===== src/design/us_acq_macros.svh =====
`ifndef US_ACQ_MACROS_SVH
`define US_ACQ_MACROS_SVH

// ======================================================================
// front end geometry
// ======================================================================
`define US_NUM_CH          8      // adc channels per board
`define US_ADC_W           14     // raw sample bits
`define US_FIFO_W          16     // padded word toward capture fifo
`define US_COUNT_W         32     // cycle counts
`define US_ADDR_W          3
`define US_DATA_W          32
`define US_CTRL_W          12     // fire + soft reset + board pins
`define US_BOARD_W         10

// fire edge to start strobe, in ADC_CLKOUT cycles
`define US_START_DELAY     10

// ======================================================================
// register map
// ======================================================================
`define US_ADDR_TX_LEN     3'd0
`define US_ADDR_INIT_DELAY 3'd1
`define US_ADDR_SAMPLES    3'd2
`define US_ADDR_CTRL       3'd3

// control word bits
`define US_CTRL_FIRE       0
`define US_CTRL_SOFT_RST   1
`define US_CTRL_BOARD_LSB  2      // board enables live in 11:2

`endif


===== src/design/us_acq_pkg.sv =====
`include "us_acq_macros.svh"

package us_acq_pkg;

	// one raw channel sample straight off the adc
	typedef logic [`US_ADC_W-1:0] adc_sample_t;

	// zero padded word as the capture fifo takes it
	typedef logic [`US_FIFO_W-1:0] fifo_word_t;

	// pulse length, initial delay, samples per echo
	typedef logic [`US_COUNT_W-1:0] acq_count_t;

	// config write port
	typedef logic [`US_ADDR_W-1:0] reg_addr_t;
	typedef logic [`US_DATA_W-1:0] reg_data_t;

	// control word
	// bit 0 fire, bit 1 soft reset
	// bits 11:2 board pins, lsb first:
	//   pulser en, tx buffer oe, adc stby, adc pwdn, adc reset,
	//   mux clk en, then the four supply enables
	typedef logic [`US_CTRL_W-1:0] ctrl_word_t;

	// shot sequencer states
	typedef enum logic [2:0]
	{
		S_IDLE  = 3'd0,  // waiting for start
		S_TX    = 3'd1,  // transmit enable high
		S_DELAY = 3'd2,  // dead time before the window
		S_ACQ   = 3'd3,  // sample window open
		S_DONE  = 3'd4   // one cycle done strobe
	} shot_state_t;

endpackage


===== src/design/us_acq_regs.sv =====
`timescale 1ns/1ps
`include "us_acq_macros.svh"

module us_acq_regs
(
	input  logic                   ADC_CLKOUT,
	input  logic                   rst_n,

	// write port, single cycle strobe
	input  logic                   cfg_wr,
	input  us_acq_pkg::reg_addr_t  cfg_addr,
	input  us_acq_pkg::reg_data_t  cfg_wdata,

	// shot timing
	output us_acq_pkg::acq_count_t tx_len,
	output us_acq_pkg::acq_count_t init_delay,
	output us_acq_pkg::acq_count_t samples,

	// control word fields
	output logic                   fire,
	output logic                   soft_rst,
	output logic [`US_BOARD_W-1:0] board_en
);

	us_acq_pkg::acq_count_t tx_len_q;      // transmit pulse cycles
	us_acq_pkg::acq_count_t init_delay_q;  // cycles from tx end to window
	us_acq_pkg::acq_count_t samples_q;     // window length
	us_acq_pkg::ctrl_word_t ctrl_q;

	// ==================================================================
	// register file
	// ==================================================================
	always_ff @(posedge ADC_CLKOUT)
	begin
		if (!rst_n)
		begin
			tx_len_q     <= '0;
			init_delay_q <= '0;
			samples_q    <= '0;
			ctrl_q       <= '0;  // all board pins off
		end
		else if (cfg_wr)
		begin
			case (cfg_addr)
				`US_ADDR_TX_LEN:     tx_len_q     <= cfg_wdata;
				`US_ADDR_INIT_DELAY: init_delay_q <= cfg_wdata;
				`US_ADDR_SAMPLES:    samples_q    <= cfg_wdata;
				`US_ADDR_CTRL:       ctrl_q       <= cfg_wdata[`US_CTRL_W-1:0];
				default:             ;  // unmapped, dropped
			endcase
		end
	end

	// counts go straight to the sequencer
	assign tx_len     = tx_len_q;
	assign init_delay = init_delay_q;
	assign samples    = samples_q;

	// split control word
	assign fire     = ctrl_q[`US_CTRL_FIRE];      // level, pulser finds the edge
	assign soft_rst = ctrl_q[`US_CTRL_SOFT_RST];  // held until cleared by sw
	assign board_en = ctrl_q[`US_CTRL_W-1:`US_CTRL_BOARD_LSB];

endmodule


===== src/design/us_fire_pulser.sv =====
`timescale 1ns/1ps
`include "us_acq_macros.svh"

module us_fire_pulser
(
	input  logic ADC_CLKOUT,
	input  logic rst_n,
	input  logic soft_rst,
	input  logic fire,   // level from control word
	output logic start   // one cycle strobe
);

	logic                   fire_q;    // previous fire level
	logic                   fire_rise;
	us_acq_pkg::acq_count_t cnt;       // cycles left before start

	// rising edge, only taken when no countdown is pending
	assign fire_rise = fire && !fire_q;

	always_ff @(posedge ADC_CLKOUT)
	begin
		if (!rst_n || soft_rst)
		begin
			fire_q <= 1'b0;
			cnt    <= '0;
			start  <= 1'b0;
		end
		else
		begin
			fire_q <= fire;
			start  <= (cnt == us_acq_pkg::acq_count_t'(1));  // lands on edge + delay

			if (cnt != '0)
			begin
				cnt <= cnt - 1'b1;  // busy, new edges ignored
			end
			else if (fire_rise)
			begin
				// one cycle spent here, the start register takes another
				cnt <= us_acq_pkg::acq_count_t'(`US_START_DELAY - 1);
			end
		end
	end

endmodule


===== src/design/us_shot_sequencer.sv =====
`timescale 1ns/1ps

module us_shot_sequencer
(
	input  logic                   ADC_CLKOUT,
	input  logic                   rst_n,
	input  logic                   soft_rst,
	input  logic                   start,

	input  us_acq_pkg::acq_count_t tx_len,
	input  us_acq_pkg::acq_count_t init_delay,
	input  us_acq_pkg::acq_count_t samples,

	output logic                   tx_en,      // transmit enable pin
	output logic                   fifo_en,    // sample window
	output logic                   acq_last,   // last cycle of the window
	output logic                   shot_done
);

	us_acq_pkg::shot_state_t state;
	us_acq_pkg::acq_count_t  cnt;         // shared down counter, 1 = final cycle
	logic                    last_cycle;

	// zero programmed means one cycle
	function automatic us_acq_pkg::acq_count_t eff_count(input us_acq_pkg::acq_count_t c);
		return (c == '0) ? us_acq_pkg::acq_count_t'(1) : c;
	endfunction

	assign last_cycle = (cnt == us_acq_pkg::acq_count_t'(1));

	// ==================================================================
	// shot fsm
	// ==================================================================
	always_ff @(posedge ADC_CLKOUT)
	begin
		if (!rst_n || soft_rst)
		begin
			state <= us_acq_pkg::S_IDLE;
			cnt   <= '0;
		end
		else
		begin
			case (state)
				us_acq_pkg::S_IDLE:
				begin
					if (start)  // start outside idle is dropped
					begin
						state <= us_acq_pkg::S_TX;
						cnt   <= eff_count(tx_len);
					end
				end

				us_acq_pkg::S_TX:
				begin
					if (last_cycle)
					begin
						state <= us_acq_pkg::S_DELAY;
						cnt   <= eff_count(init_delay);
					end
					else
						cnt <= cnt - 1'b1;
				end

				us_acq_pkg::S_DELAY:
				begin
					if (last_cycle)
					begin
						state <= us_acq_pkg::S_ACQ;
						cnt   <= eff_count(samples);
					end
					else
						cnt <= cnt - 1'b1;
				end

				us_acq_pkg::S_ACQ:
				begin
					if (last_cycle)
					begin
						state <= us_acq_pkg::S_DONE;
						cnt   <= '0;
					end
					else
						cnt <= cnt - 1'b1;
				end

				us_acq_pkg::S_DONE:
					state <= us_acq_pkg::S_IDLE;  // single cycle

				default:
					state <= us_acq_pkg::S_IDLE;
			endcase
		end
	end

	// outputs decoded from state
	assign tx_en     = (state == us_acq_pkg::S_TX);
	assign fifo_en   = (state == us_acq_pkg::S_ACQ);
	assign acq_last  = fifo_en && last_cycle;
	assign shot_done = (state == us_acq_pkg::S_DONE);

endmodule


===== src/design/us_channel_framer.sv =====
`timescale 1ns/1ps
`include "us_acq_macros.svh"

module us_channel_framer
(
	input  logic                                    ADC_CLKOUT,
	input  logic                                    rst_n,
	input  logic                                    soft_rst,

	input  us_acq_pkg::adc_sample_t [`US_NUM_CH-1:0] adc_data,
	input  logic                                    fifo_en,
	input  logic                                    acq_last,

	output us_acq_pkg::fifo_word_t  [`US_NUM_CH-1:0] ch_data,
	output logic                                    ch_valid,
	output logic                                    ch_last,
	output us_acq_pkg::acq_count_t                  sample_idx
);

	us_acq_pkg::acq_count_t idx_cnt;  // index for the next sample in the window

	// sample path, every cycle, two zero msbs
	always_ff @(posedge ADC_CLKOUT)
	begin
		for (int i = 0; i < `US_NUM_CH; i++)
			ch_data[i] <= {{(`US_FIFO_W - `US_ADC_W){1'b0}}, adc_data[i]};
	end

	// window flags follow the data by the same one cycle
	always_ff @(posedge ADC_CLKOUT)
	begin
		if (!rst_n || soft_rst)
		begin
			ch_valid   <= 1'b0;
			ch_last    <= 1'b0;
			sample_idx <= '0;
			idx_cnt    <= '0;
		end
		else
		begin
			ch_valid <= fifo_en;
			ch_last  <= acq_last;
			if (fifo_en)
			begin
				sample_idx <= idx_cnt;
				idx_cnt    <= acq_last ? '0 : idx_cnt + 1'b1;  // next echo from 0
			end
		end
	end

endmodule


===== src/design/us_acq_top.sv =====
`timescale 1ns/1ps
`include "us_acq_macros.svh"

module us_acq_top
(
	input  logic                                    ADC_CLKOUT,
	input  logic                                    rst_n,

	// config write port
	input  logic                                    cfg_wr,
	input  us_acq_pkg::reg_addr_t                   cfg_addr,
	input  us_acq_pkg::reg_data_t                   cfg_wdata,

	// parallel adc samples
	input  us_acq_pkg::adc_sample_t [`US_NUM_CH-1:0] adc_data,

	output logic [`US_BOARD_W-1:0]                  board_en,   // front end and supply pins
	output logic                                    tx_en,
	output logic                                    shot_done,

	// toward capture fifo
	output us_acq_pkg::fifo_word_t  [`US_NUM_CH-1:0] ch_data,
	output logic                                    ch_valid,
	output logic                                    ch_last,
	output us_acq_pkg::acq_count_t                  sample_idx
);

	us_acq_pkg::acq_count_t tx_len;
	us_acq_pkg::acq_count_t init_delay;
	us_acq_pkg::acq_count_t samples;
	logic                   fire;
	logic                   soft_rst;
	logic                   start;     // delayed fire strobe
	logic                   fifo_en;
	logic                   acq_last;

	// ==================================================================
	// control path
	// ==================================================================
	us_acq_regs u_regs
	(
		.ADC_CLKOUT (ADC_CLKOUT),
		.rst_n      (rst_n),
		.cfg_wr     (cfg_wr),
		.cfg_addr   (cfg_addr),
		.cfg_wdata  (cfg_wdata),
		.tx_len     (tx_len),
		.init_delay (init_delay),
		.samples    (samples),
		.fire       (fire),
		.soft_rst   (soft_rst),
		.board_en   (board_en)
	);

	us_fire_pulser u_pulser
	(
		.ADC_CLKOUT (ADC_CLKOUT),
		.rst_n      (rst_n),
		.soft_rst   (soft_rst),
		.fire       (fire),
		.start      (start)
	);

	us_shot_sequencer u_seq
	(
		.ADC_CLKOUT (ADC_CLKOUT),
		.rst_n      (rst_n),
		.soft_rst   (soft_rst),
		.start      (start),
		.tx_len     (tx_len),
		.init_delay (init_delay),
		.samples    (samples),
		.tx_en      (tx_en),
		.fifo_en    (fifo_en),
		.acq_last   (acq_last),
		.shot_done  (shot_done)
	);

	// data path
	us_channel_framer u_framer
	(
		.ADC_CLKOUT (ADC_CLKOUT),
		.rst_n      (rst_n),
		.soft_rst   (soft_rst),
		.adc_data   (adc_data),
		.fifo_en    (fifo_en),
		.acq_last   (acq_last),
		.ch_data    (ch_data),
		.ch_valid   (ch_valid),
		.ch_last    (ch_last),
		.sample_idx (sample_idx)
	);

endmodule


===== config.mk =====
export PLATFORM = sky130hd
export DESIGN_NAME = us_acq_top
export DESIGN_NICKNAME = d
export VERILOG_FILES = /design/src/design/us_acq_pkg.sv /design/src/design/us_acq_regs.sv /design/src/design/us_fire_pulser.sv /design/src/design/us_shot_sequencer.sv /design/src/design/us_channel_framer.sv /design/src/design/us_acq_top.sv
export VERILOG_INCLUDE_DIRS = /design/src /design/src/design
export SDC_FILE = /design/constraint.sdc
export NUM_CORES = 1
export LEC_CHECK = 0
export BUFFER_PORTS_ARGS = -buffer_cell sky130_fd_sc_hd__buf_2
export CORE_UTILIZATION = 57
export CTS_CLUSTER_SIZE = 25
export DETAILED_ROUTE_END_ITERATION = 12
export GPL_TIMING_DRIVEN = 1
export PLACE_DENSITY = 0.8
export SLEW_MARGIN = 20
export SYNTH_ARGS = -nofsm -noshare
export SYNTH_HDL_FRONTEND = slang
export SYNTH_SLANG_ARGS = --single-unit

===== constraint.sdc =====
create_clock -name ADC_CLKOUT -period 5.19 [get_ports ADC_CLKOUT]
set_clock_uncertainty 0.15 [all_clocks]
set_input_delay 0.2595 -clock ADC_CLKOUT [delete_from_list [all_inputs] [get_ports ADC_CLKOUT]]
set_output_delay 0.2595 -clock ADC_CLKOUT [all_outputs]
set_load 0.005 [all_outputs]

# [Yosys cells after proc, flatten, opt, wreduce, memory -nomap -nowiden]
# Index checks and enable logic that the tools add are counted.
[totals] wordCells=72 out_inout_bits=174 regBits=355 in_bits=150
[classes] mux=16 eq_ne=13 add_sub_neg=3 n_reduce_logical=19
[ops] operator="32-bit two-way mux" count=10
[ops] operator="32-bit one-hot mux with 4 select lines" count=1
[ops] operator="32-bit zero test" count=3
[ops] operator="32-bit by 1-bit == test with 1-bit output, second input constant" count=2
[ops] operator="32-bit by 1-bit subtractor with 32-bit output, second input constant" count=2
[ops] operator="32-bit by 1-bit adder with 32-bit output, second input constant" count=1
[ops] operator="32-bit nonzero test" count=1
[ops] operator="3-bit by 2-bit == test with 1-bit output, second input constant" count=4
[ops] operator="3-bit two-way mux" count=4
[ops] operator="3-bit one-hot mux with 4 select lines" count=1
[ops] operator="2-bit AND reduction" count=5
[ops] operator="3-bit by 1-bit == test with 1-bit output, second input constant" count=2
[ops] operator="3-bit zero test" count=2
[ops] operator="2-bit by 1-bit inequality test with 1-bit output, second input constant" count=2
[ops] operator="2-bit inequality test, second input constant" count=2
[ops] operator="4-bit AND reduction" count=1
[ops] operator="4-bit nonzero test" count=1
[ops] operator="3-bit == test, second input constant" count=1
[ops] operator="1-bit logical AND" count=2
[ops] operator="1-bit zero test" count=2
[ops] operator="2-bit nonzero test" count=1
[ops] operator="1-bit logical OR" count=1

# [Depth between registers and ports, before layout]
# Gate-level depths: netlist (run 1).
[logic_depth] word_depth=4 depth_mapped=10 depth_no_buf=8

# [Modules after synthesis]
# From an unflattened synthesis (run 1), not the netlist that was laid out.
[unflattened] cells_unflattened=1413 area_unflattened_um2=13773.2
[by_module_without_submodules] mod="us_channel_framer" seq_area_each_um2=3563.4 cells_each=421 area_each_um2=5086.1 instances=1
[by_module_without_submodules] mod="us_acq_regs" seq_area_each_um2=2162.1 cells_each=388 area_each_um2=3991.3 instances=1
[by_module_without_submodules] mod="us_shot_sequencer" seq_area_each_um2=700.7 cells_each=404 area_each_um2=2976.6 instances=1
[by_module_without_submodules] mod="us_fire_pulser" seq_area_each_um2=680.7 cells_each=200 area_each_um2=1719.1 instances=1

# [Least setup slack after synthesis (run 1)]
# Ideal clock, no wire load.
[synth_path] path_type="flip-flop to flip-flop" from="reg u_seq.cnt[23]" to="reg u_seq.cnt[26]" path_stages_with_launch=9 arrival_time_ns=2.419 setup_time_ns=0.122 period_less_slack_ns=2.691 setup_slack_ns=2.499 required_time_ns=4.918 path_buffers=2 cell_sequence="dfxtp_1 > or3_4 > or4_1 > buf_2 > or4_4 > nand2_4 > buf_6 > nor2_1 > a221o_1"
[synth_via] elab_chain_len=3 elab_cells_between_ends=6 classes_between="1 x add/sub; 1 x eq/ne; 4 x mux"
[synth_rtl] item="from (decl)" line="us_shot_sequencer.sv:21" rtl="us_acq_pkg::acq_count_t cnt;"
[synth_rtl] item="from (signal assigned)" line="us_shot_sequencer.sv:49" rtl="cnt <= eff_count(tx_len);"
[synth_rtl] item="from (signal assigned)" line="us_shot_sequencer.sv:58" rtl="cnt <= eff_count(init_delay);"
[synth_rtl] item="from (signal assigned)" line="us_shot_sequencer.sv:61" rtl="cnt <= cnt - 1'b1;"
[synth_rtl] item="32-bit by 1-bit subtractor with 32-bit output or 32-bit by 1-bit == test with 1-bit output (tied branches)"
[synth_rtl] item="32-bit two-way mux, on equally long branches" line="us_shot_sequencer.sv:77, us_shot_sequencer.sv:55, us_shot_sequencer.sv:66"
[synth_rtl] item="32-bit one-hot mux with 4 select lines (*)" line="us_shot_sequencer.sv:43" rtl="case (state)"
# Mark *: on every way between the ends. The rest lies on a longest branch, timed or not.
# A chain may end at the register's enable or synchronous reset.

# [Final worst setup path (run 1)]
[layout_path] from="reg u_pulser.cnt[22]" to="reg u_pulser.cnt[2]"
[layout_via] elab_chain_len=2 elab_cells_between_ends=3 classes_between="1 x mux; 2 x reduce/logical"
[layout_rtl] item="from (decl)" line="us_fire_pulser.sv:15" rtl="us_acq_pkg::acq_count_t cnt;"
[layout_rtl] item="from (signal assigned)" line="us_fire_pulser.sv:35" rtl="cnt <= cnt - 1'b1;"
[layout_rtl] item="from (signal assigned)" line="us_fire_pulser.sv:40" rtl="cnt <= us_acq_pkg::acq_count_t'(`US_START_DELAY - 1);"
[layout_rtl] item="32-bit nonzero test (*)" line="us_fire_pulser.sv:33" rtl="if (cnt != '0)"
[layout_rtl] item="32-bit two-way mux or 2-bit nonzero test (tied branches)"
# Marked as above.

==> metrics, run 1 <==
IO buf count between 300 and 400; cell with the most instances after synthesis dfxtp_1; multi-input logic area 5908 sq um; Worst-path clk slew 0.06 ns; PwrDens approximately 440 nW/um^2; initial core utilization between 50% and 60%; Yosys top cell area share 52.86%; Synth-to-Final Area Change 32.19%; Max Cap Viol 0; total chip power 7.751 mW; Syn. warnings 0; Worst R2R Start u_pulser.cnt[22]; Synth Cell Area 13450 sq um; Unique masters post-synth 67; WHS Path Cells 2; clock power share 34.6%; fmax 0.2912 GHz; Slew Limit Headroom 36.73%; first-pass GRT wire length 63.56 mm; crit-path cells or4_1, nor4_1, nand4bb_2, o21ai_0, nor2_1; Seq/Total Area, Yosys 52.86%; clk_lat worst skew 0.52 ns; post-CTS sizing 0; Largest stage delay, worst path approximately 0.7 ns; synth top area cells dfxtp_1 53%, nand2_1 9.4%, a21boi_0 6.0%; Hold Crit Endpoint u_framer.ch_data[108]; Post-DP HPWL 25.33 mm; # clock sinks about 360; Yosys top cell by area dfxtp_1; CTS tree yes; syn avg cell area slightly below 9 sq um; list of most frequent post-synthesis cells 355 x dfxtp_1, 337 x nand2_1, 120 x nor2_1, 108 x a21boi_0, 83 x clkbuf_1; WL final 40.92 mm; nets@finish 2085; die area 24210 sq um; min Tclk post-route 3.434 ns; crit end category flip-flop; Storage cell area slightly above 7000 sq um; Non-Filler Cell Area, Final 17770 sq um; Hold Violations, Final 0; Root Driver clkbuf_16; type of the tightest min-delay check primary input to flip-flop; CP max-delay cell nand4bb_2; largest net degree at the start of global routing 107; Final Cycle Share 66.16%; Final setup viols 0; Psw 2.419 mW; vias in the first global route about 12000; flops & latches, synth 355; Clock Tree Buf Depth 3; Worst-Margin Slew 0.9418 ns; placed insts ~2000; Core Region between 20000 and 25000 sq um; ys flop type dfxtp_1; DRC 0; Final Max Slew Viols 0; grt total ovfl 0; Reg power frac between 30% and 40%; placed cell area 15090 sq um; Async SR Flop Fraction 0%; total negative slack 0 ns; unrepaired setup endpoints after global routing no; Post-Synthesis Cells 1519; Internal about 5.3 mW; r2r setup slk 1.76 ns; Lkg Pwr 7.185 nW; Non-Filler Instances 2271; Pre-Repair DR Iteration Count 5; number of synthesized flops with an enable pin 0; Worst Reg-to-Reg Cells 5; WL/cell 18.02 um; crit path launch type flip-flop; routability-driven placement congestion ratio 0.9097; status finished clean; Comb pwr share 25.8%; CP Data Required Time 5.40 ns; CTS buffer count 36; routed vias/inst 5.609; ANT nets after route 0; row cnt 55; layout cells sized above 1 between 20% and 30%; die height 155.6 um; Net Sw Frac between 30% and 40%; WP data arrival 3.64 ns; die extent in x between 150 and 200 um; Crit Path Class flip-flop to flip-flop; first-iteration detailed-routing DRC count 1076; peak supply drop 311.3 uV; Fillers 1539; total track usage 32.83%; via count between 10000 and 15000; r2r endpoint u_pulser.cnt[2]; worst hold start adc_data[96]; H-Tree Level Count 2; Worst Path Max Fanout 29; I/O Pins 324; antenna violations before repair 2
[power by group through the flow]
stage | registers (mW) | logic, mW | clock network, mW
4_1_cts | 3.06 | 1.93 | 2.68
6_report | 3.07 | 2.00 | 2.68
3_5_place_dp | 3.12 | 1.81 | 0
3_3_place_gp | 3.11 | 1.79 | 0
5_1_grt | 3.09 | 2.19 | 2.82
2_1_floorplan | 3.09 | 1.40 | 0
[cell usage in the layout (no fill, tap or decap), types with 23 or more instances in the layout]
cell and n:
dlygate4sd3_1 145, nor3_1 24, nor4_1 45, nand3_1 39
nor2_1 119, o21ai_0 28, a21boi_0 108, buf_2 307
dfxtp_1 355, clkbuf_16 37, xor2_1 43, xnor2_1 23
a21oi_1 69, nand2_1 336
[what timing repair did]
action,in CTS,in global routing
hold endpoints to repair,220,0
hold buffers,145,0
buffers inserted,0,0
[stage by stage]
step | utilization, % | worst slack (ns) | hold WS, ns
floorplan | - | 2.499 | 0.1372
global placement | 65.80 | 1.551 | 0.2116
detailed placement | 65.84 | 1.441 | 0.2131
CTS | 77.50 | 1.462 | 0.2112
global route | 77.55 | 1.511 | 0.2128
finish | 77.56 | 1.756 | 0.2233
[area by class of cell]
type | count | share of cell area [%]
Tap cell | 313 | 2.203
Timing Repair Buffer | 467 | 17.44
Inverter | 11 | 0.2323
Sequential cell | 355 | 39.99
Clock buffer | 54 | 5.963
Multi-Input combinational cell | 1059 | 33.24
Antenna cell | 1 | 0.01408
Clock inverter | 11 | 0.9152
[per-layer routing]
metal / global-route usage (%) / wire [um] / up-vias / part of all wire, %
li1: - / - / 6030 / -
met1: 40.82 / 16280 / 6017 / 40
met2: 56.67 / 20300 / 594 / 50
met3: 6.917 / 3301 / 95 / 8.1
met4: 10.74 / 1024 / 2 / 2.5
met5: 0 / 13 / - / 0.032
[sequential cells by signal, indices dropped and copies added (netlist names)]
| register | count |
|---|---|
| u_framer.ch_data | 112 |
| u_framer.idx_cnt | 32 |
| u_framer.sample_idx | 32 |
| u_pulser.cnt | 32 |
| u_regs.init_delay | 32 |
| u_regs.samples | 32 |
| u_regs.tx_len | 32 |
| u_seq.cnt | 32 |
| u_regs.ctrl_q | 12 |
| u_seq.state | 3 |
| u_framer.ch_last | 1 |
| u_framer.ch_valid | 1 |
| u_pulser.fire_q | 1 |
| u_pulser.start | 1 |
[kinds of logic (layout without fill, tap and decap cells)]
group / count (synthesis) / in the layout / synth area share (%)
buffers and inverters: 120 / 543 / 3.955
AOI/OAI and AO/OA: 304 / 304 / 15.66
adders and majority gates: 5 / 5 / 0.4653
DFF: 355 / 355 / 52.86
xor gates and xnor gates: 66 / 66 / 4.299
and+or+nand+nor: 665 / 665 / 22.50
other: 1 / 17 / 0.02789
muxes: 3 / 3 / 0.2326
[how the worst max path moves through the flow]
stage | endpoint | cells after the start | from | slack (ns)
2_1_floorplan | u_seq.cnt[26] | 8 | u_seq.cnt[23] | 2.50
3_3_place_gp | u_pulser.cnt[7] | 5 | u_pulser.cnt[22] | 1.55
3_5_place_dp | u_pulser.cnt[2] | 5 | u_pulser.cnt[22] | 1.44
4_1_cts | u_pulser.cnt[2] | 5 | u_pulser.cnt[22] | 1.46
5_1_grt | u_pulser.cnt[2] | 5 | u_pulser.cnt[22] | 1.51
6_report | u_pulser.cnt[2] | 5 | u_pulser.cnt[22] | 1.76
[critical path, delay by kind of cell (launching register included)]
family	cells	cell delay, ns
AND/OR/NAND/NOR	4	2.07
AO/OA/AOI/OAI	1	0.71
flip-flops	1	0.35
(Power assumes the default switching activity.)
==> run 2: changes to the inputs <==
--- a/config.mk
+++ b/config.mk
@@ -7,11 +7,11 @@
 export NUM_CORES = 1
 export LEC_CHECK = 0
 export BUFFER_PORTS_ARGS = -buffer_cell sky130_fd_sc_hd__buf_2
-export CORE_UTILIZATION = 57
+export CORE_UTILIZATION = 48
 export CTS_CLUSTER_SIZE = 25
 export DETAILED_ROUTE_END_ITERATION = 12
 export GPL_TIMING_DRIVEN = 1
-export PLACE_DENSITY = 0.8
+export PLACE_DENSITY = 0.72
 export SLEW_MARGIN = 20
 export SYNTH_ARGS = -nofsm -noshare
 export SYNTH_HDL_FRONTEND = slang
==> constraint.sdc (replaced) <==
create_clock -name ADC_CLKOUT -period 2.8 [get_ports ADC_CLKOUT]
set_clock_uncertainty 0.15 [all_clocks]
set_input_delay 0.14 -clock ADC_CLKOUT [delete_from_list [all_inputs] [get_ports ADC_CLKOUT]]
set_output_delay 0.14 -clock ADC_CLKOUT [all_outputs]
set_load 0.005 [all_outputs]
==> run 2 against run 1 <==
Compared with the run above:
- design area rose by 1.5%
- maximum frequency rose by 28%
- combinational power rose by 99%
- sequential power rose by 85%
- critical path depth rose by 1
- utilization fell by 11 points
- first-iteration DRC count fell by 24%
- routed wire length fell by 3.2%
- clock power rose by 73%
==> metrics, run 2 (same netlist as run 1, synthesis figures left out) <==
peak supply drop 539.6 uV (+73%); status finished clean; largest net degree at the start of global routing 109 (+1.9%); crit path launch type flip-flop; Worst-Margin Slew 0.8777 ns (-0.06414 ns); die extent in x 169.4 um (+8.9%); Post-Place Worst Slack 0.09939 ns (-1.341 ns); layout cells sized above 1 22.30% (+1.6 points); total track usage 26.78% (-6.1 points); Hold Violations, Final 0 (unchanged); initial core utilization 49.34% (-9.3 points); Worst-path clk slew 0.06 ns (about the same); DRC 0 (unchanged); min Tclk post-route 2.677 ns (-0.7564 ns); clk_lat worst skew 0.51 ns (about the same); crit end category flip-flop; Core Util, Final 66.22% (-11 points); WL/cell 16.75 um (-7.1%); Lkg Pwr 7.311 nW (+1.8%); crit-path cells or3_4, or4_1, or4_4, nand2_8, o221ai_1, a32o_1; setup repair bufs after CTS 0 (unchanged); Non-Filler Cell Area, Final 18040 sq um (+1.5%); Final Max Slew Viols 0 (unchanged); Final setup viols 0 (unchanged); routability-driven placement congestion ratio 0.9224 (+1.4%); grt total ovfl 0 (unchanged); final worst slack 0.1227 ns (-1.634 ns); row cnt 60 (+9.1%); Worst Path Max Fanout 18 (-38%); WL final 39.61 mm (-3.2%); Non-Filler Instances 2365 (+4.1%); routed vias/inst 5.272 (-6.0%); H-Tree Level Count 2 (unchanged); Pre-Repair DR Iteration Count 5 (unchanged); Largest register FFs 112 (unchanged); Post-DP HPWL 25.71 mm (+1.5%); Root Driver clkbuf_16; unrepaired setup endpoints after global routing no; I/O Pins 324 (unchanged); CTS tree yes; total negative slack 0 ns (unchanged); Slew Limit Headroom 41.49% (+4.8 points); first-iteration detailed-routing DRC count 818 (-24%); CP max-delay cell or4_4; # clock sinks 355 (unchanged); commonest non-fill, non-tap cell in the layout dfxtp_1; first-pass GRT wire length 61.66 mm (-3.0%); CP Data Required Time 3.05 ns (-2.35 ns); Core Region 27250 sq um (+19%); antenna violations before repair 2 (unchanged); placed cell area 15440 sq um (+2.4%); placed insts 2156 (+4.7%); PwrDens 791.9 nW/um^2 (+82%); die area 28680 sq um (+18%); Max Cap Viol 0 (unchanged); Largest Register u_framer.ch_data; Largest stage delay, worst path 0.59 ns (-0.13 ns); Clock Tree Buf Depth 3 (unchanged); most frequent cells in the layout 355 x dfxtp_1, 337 x nand2_1, 307 x buf_2; die height 169.4 um (+8.9%); Synth-to-Final Area Change 34.21%; type of the tightest min-delay check primary input to flip-flop; Crit Path Class flip-flop to flip-flop; via count 12469 (-2.1%); nets@finish 2122 (+1.8%); vias in the first global route 11734 (-3.9%); CTS buffer count 37 (+2.8%); ANT nets after route 0 (unchanged); fmax 0.3735 GHz (+28%); WP data arrival 2.93 ns (-0.71 ns); Final Cycle Share 95.62% (+29 points); IO buf count 307 (unchanged)
run 2: cell types whose count changed in the layout (fill, tap and decap cells not counted), sizes merged, moves of 2 or more:
cell	change
buf	+37
clkbuf	-6
clkinvlp	+6
bufinv	-3
clkinv	+3
inv	-2
run 2: power breakdown:
group / total (mW) / switching (mW) / internal [mW]
sequential: 5.67 / 0.273 / 5.40
clock: 4.63 / 1.97 / 2.66
combinational: 3.99 / 2.27 / 1.73
total: 14.3 / 4.51 / 9.78
run 2: metrics by stage:
stage	hold WS, ns	total power [mW]
detailed placement	0.09357	9.501
global placement	0.09253	9.483
global route	0.07860	15.05
finish	0.06139	14.29
floorplan	0.01772	8.316
CTS	0.04571	14.30
run 2: cell type report:
cell class | count | area [sq um]
Multi-Input combinational cell | 1059 | 5909
Tap cell | 372 | 465.4
Inverter | 11 | 41.29
Clock buffer | 48 | 1017
Antenna cell | 2 | 5.005
Sequential cell | 355 | 7107
Timing Repair Buffer | 503 | 3381
Clock inverter | 15 | 118.9
Fill cell | 2279 | 9206
run 2: critical path, delay by kind of cell (launching register included):
family / cells / cell delay (ns)
compound gates: 2 / 0.39
flops: 1 / 0.34
simple gates: 4 / 1.69
run 2: timing repair:
action,CTS,global route
endpoints found under the setup margin,0,11
endpoints found under the hold margin,220,0
resized for setup,0,3
hold buffers,144,0
run 2: worst paths after layout:
kind	endpoint	cells past startpoint	start	slack, ns
worst max-delay path	u_seq.cnt[17]	6	u_seq.cnt[23]	0.12
worst min-delay path	u_regs.samples[9]	4	cfg_addr[1]	0.06
worst max register to register	u_seq.cnt[17]	6	u_seq.cnt[23]	0.12
worst min register to register	u_framer.sample_idx[11]	2	u_framer.sample_idx[11]	0.30
run 2: routing by layer:
metal  vias to the layer above  track usage, %  share of wire [%]
met5                         -               0              0.020
li1                       6109               -                  -
met2                       439           44.84                 49
met3                        72           4.921                6.6
met4                         2           8.265                2.2
met1                      5847           34.98                 42
==> run 3: changes to the inputs <==
--- a/config.mk
+++ b/config.mk
@@ -11,7 +11,7 @@
 export CTS_CLUSTER_SIZE = 25
 export DETAILED_ROUTE_END_ITERATION = 12
 export GPL_TIMING_DRIVEN = 1
-export PLACE_DENSITY = 0.72
+export PLACE_DENSITY_LB_ADDON = 0.2
 export SLEW_MARGIN = 20
 export SYNTH_ARGS = -nofsm -noshare
 export SYNTH_HDL_FRONTEND = slang
==> run 3 against run 2 <==
Compared with the run above:
- non-clock buffer count grew 2
- maximum frequency shrank 1.6%
- die area is the same
- final cell count is essentially flat
- sequential power is essentially flat
- critical endpoint is now u_seq.cnt[25]
- highest routed layer unchanged
==> metrics, run 3 (same netlist as run 1, synthesis figures left out) <==
crit path launch type flip-flop; die height 169.4 um (unchanged); unrepaired setup endpoints after global routing yes; Lkg Pwr 7.380 nW (+0.94%); WL/cell 16.80 um (+0.33%); routability-driven placement congestion ratio 0.9207 (-0.18%); CTS buffer count 37 (unchanged); Pre-Repair DR Iteration Count 5 (unchanged); I/O Pins 324 (unchanged); Fillers 2222 (-2.5%); CP max-delay cell or4_4; die area 28680 sq um (unchanged); antenna violations before repair 1 (-1); crit-path cells or3_4, or4_1, or4_4, nand2_8, o221ai_1, a32o_1; Slew Limit Headroom 41.35% (-0.14 points); crit end category flip-flop; Worst Path Max Fanout 18 (unchanged); most frequent cells in the layout 355 x dfxtp_1, 336 x nand2_1, 307 x buf_2; Largest Register u_framer.ch_data; Post-DP HPWL 26.14 mm (+1.7%); IO buf count 307 (unchanged); Worst-Margin Slew 0.8797 ns (+0.002058 ns); Synth-to-Final Area Change 35.00%; Storage cell area 7107 sq um (unchanged); PwrDens 801.7 nW/um^2 (+1.2%); Final Cycle Share 97.22% (+1.6 points); commonest non-fill, non-tap cell in the layout dfxtp_1; Root Driver clkbuf_16; Largest stage delay, worst path 0.61 ns (+0.02 ns); fmax 0.3674 GHz (-1.6%); via count 12409 (-0.48%); type of the tightest min-delay check primary input to flip-flop; largest net degree at the start of global routing 109 (unchanged); layout cells sized above 1 22.42% (+0.12 points); initial core utilization 49.34% (unchanged); Max Cap Viol 0 (unchanged); Final Max Slew Viols 0 (unchanged); Largest register FFs 112 (unchanged); Post-Place Worst Slack 0.07107 ns (-0.02832 ns); WL final 39.75 mm (+0.37%); Hold Violations, Final 0 (unchanged); total chip power 14.55 mW (+1.8%); WP data arrival 2.97 ns (+0.04 ns); CTS tree yes; multi-input logic area 5911 sq um (about the same); die extent in x 169.4 um (unchanged); CP Data Required Time 3.05 ns (about the same); first-pass GRT wire length 62.18 mm (+0.85%); Final setup viols 0 (unchanged); Clock Tree Buf Depth 3 (unchanged); grt total ovfl 0 (unchanged); row cnt 60 (unchanged); clk_lat worst skew 0.51 ns (about the same); final worst slack 0.07789 ns (-0.04484 ns); status finished clean; # clock sinks 355 (unchanged); Diodes inserted 0 (-2); total track usage 26.91% (+0.13 points); min Tclk post-route 2.722 ns (+0.04484 ns); r2r setup slk 0.08 ns (-0.04 ns); H-Tree Level Count 2 (unchanged); Core Region 27250 sq um (unchanged); DRC 0 (unchanged); vias in the first global route 11900 (+1.4%); nets@finish 2124 (+0.094%); routed vias/inst 5.245 (-0.52%); Worst-path clk slew 0.06 ns (about the same); Crit Path Class flip-flop to flip-flop; first-iteration detailed-routing DRC count 796 (-2.7%); ANT nets after route 0 (unchanged); peak supply drop 513.3 uV (-4.9%)
==> run 3: report_power, final <==
part           switching, mW  internal (mW)
Combinational           2.25           1.73
Sequential             0.288           5.40
Clock                   1.95           2.94
Total                   4.49           10.1
==> run 3: through the flow <==
stage	util, %	hold slack [ns]	cells	TNS (ns)	cell area [sq um]
floorplan	-	0.01772	1534	0	13500
global placement	56.77	0.09263	2158	0	15470
detailed placement	56.77	0.09357	2158	0	15470
CTS	66.53	0.02000	2366	0	18130
global route	66.61	0.05503	2366	-0.0005134	18150
finish	66.61	0.03954	2366	0	18150
==> run 3: layout make-up <==
cell class / count / share of cell area (%)
Clock buffer: 54 / 6.128
Clock inverter: 10 / 0.5859
Inverter: 11 / 0.2275
Multi-Input combinational cell: 1059 / 32.56
Sequential cell: 355 / 39.15
Tap cell: 372 / 2.564
Timing Repair Buffer: 505 / 18.78
==> run 3: timing repair <==
action / in CTS / in global routing
hold buffers: 144 / 0
endpoints found under the setup margin: 0 / 16
resized for setup: 0 / 4
endpoints found under the hold margin: 220 / 0
buffers inserted: 0 / 0
==> run 3: metal layers <==
layer  wire length [um]  vias up  track usage (%)
li1                   -     6101                -
met1              16990     5772            34.92
met2              19290      473            45.93
met3               2597       61            4.338
met4                861        2            8.069
met5                  9        -                0
==> run 3: worst paths after layout <==
path,startpoint,end,depth (start not counted)
setup / recovery,u_seq.cnt[23],u_seq.cnt[25],6
hold / removal,rst_n,u_seq.cnt[18],4
setup reg to reg,u_seq.cnt[23],u_seq.cnt[25],6
hold reg to reg,u_framer.sample_idx[16],u_framer.sample_idx[16],2
==> run 3: worst max-delay path: cells and delay by family, from the launching register on <==
kind / cells / cell delay (ns)
and+or+nand+nor: 4 / 1.76
AOI/OAI and AO/OA: 2 / 0.39
DFF: 1 / 0.31
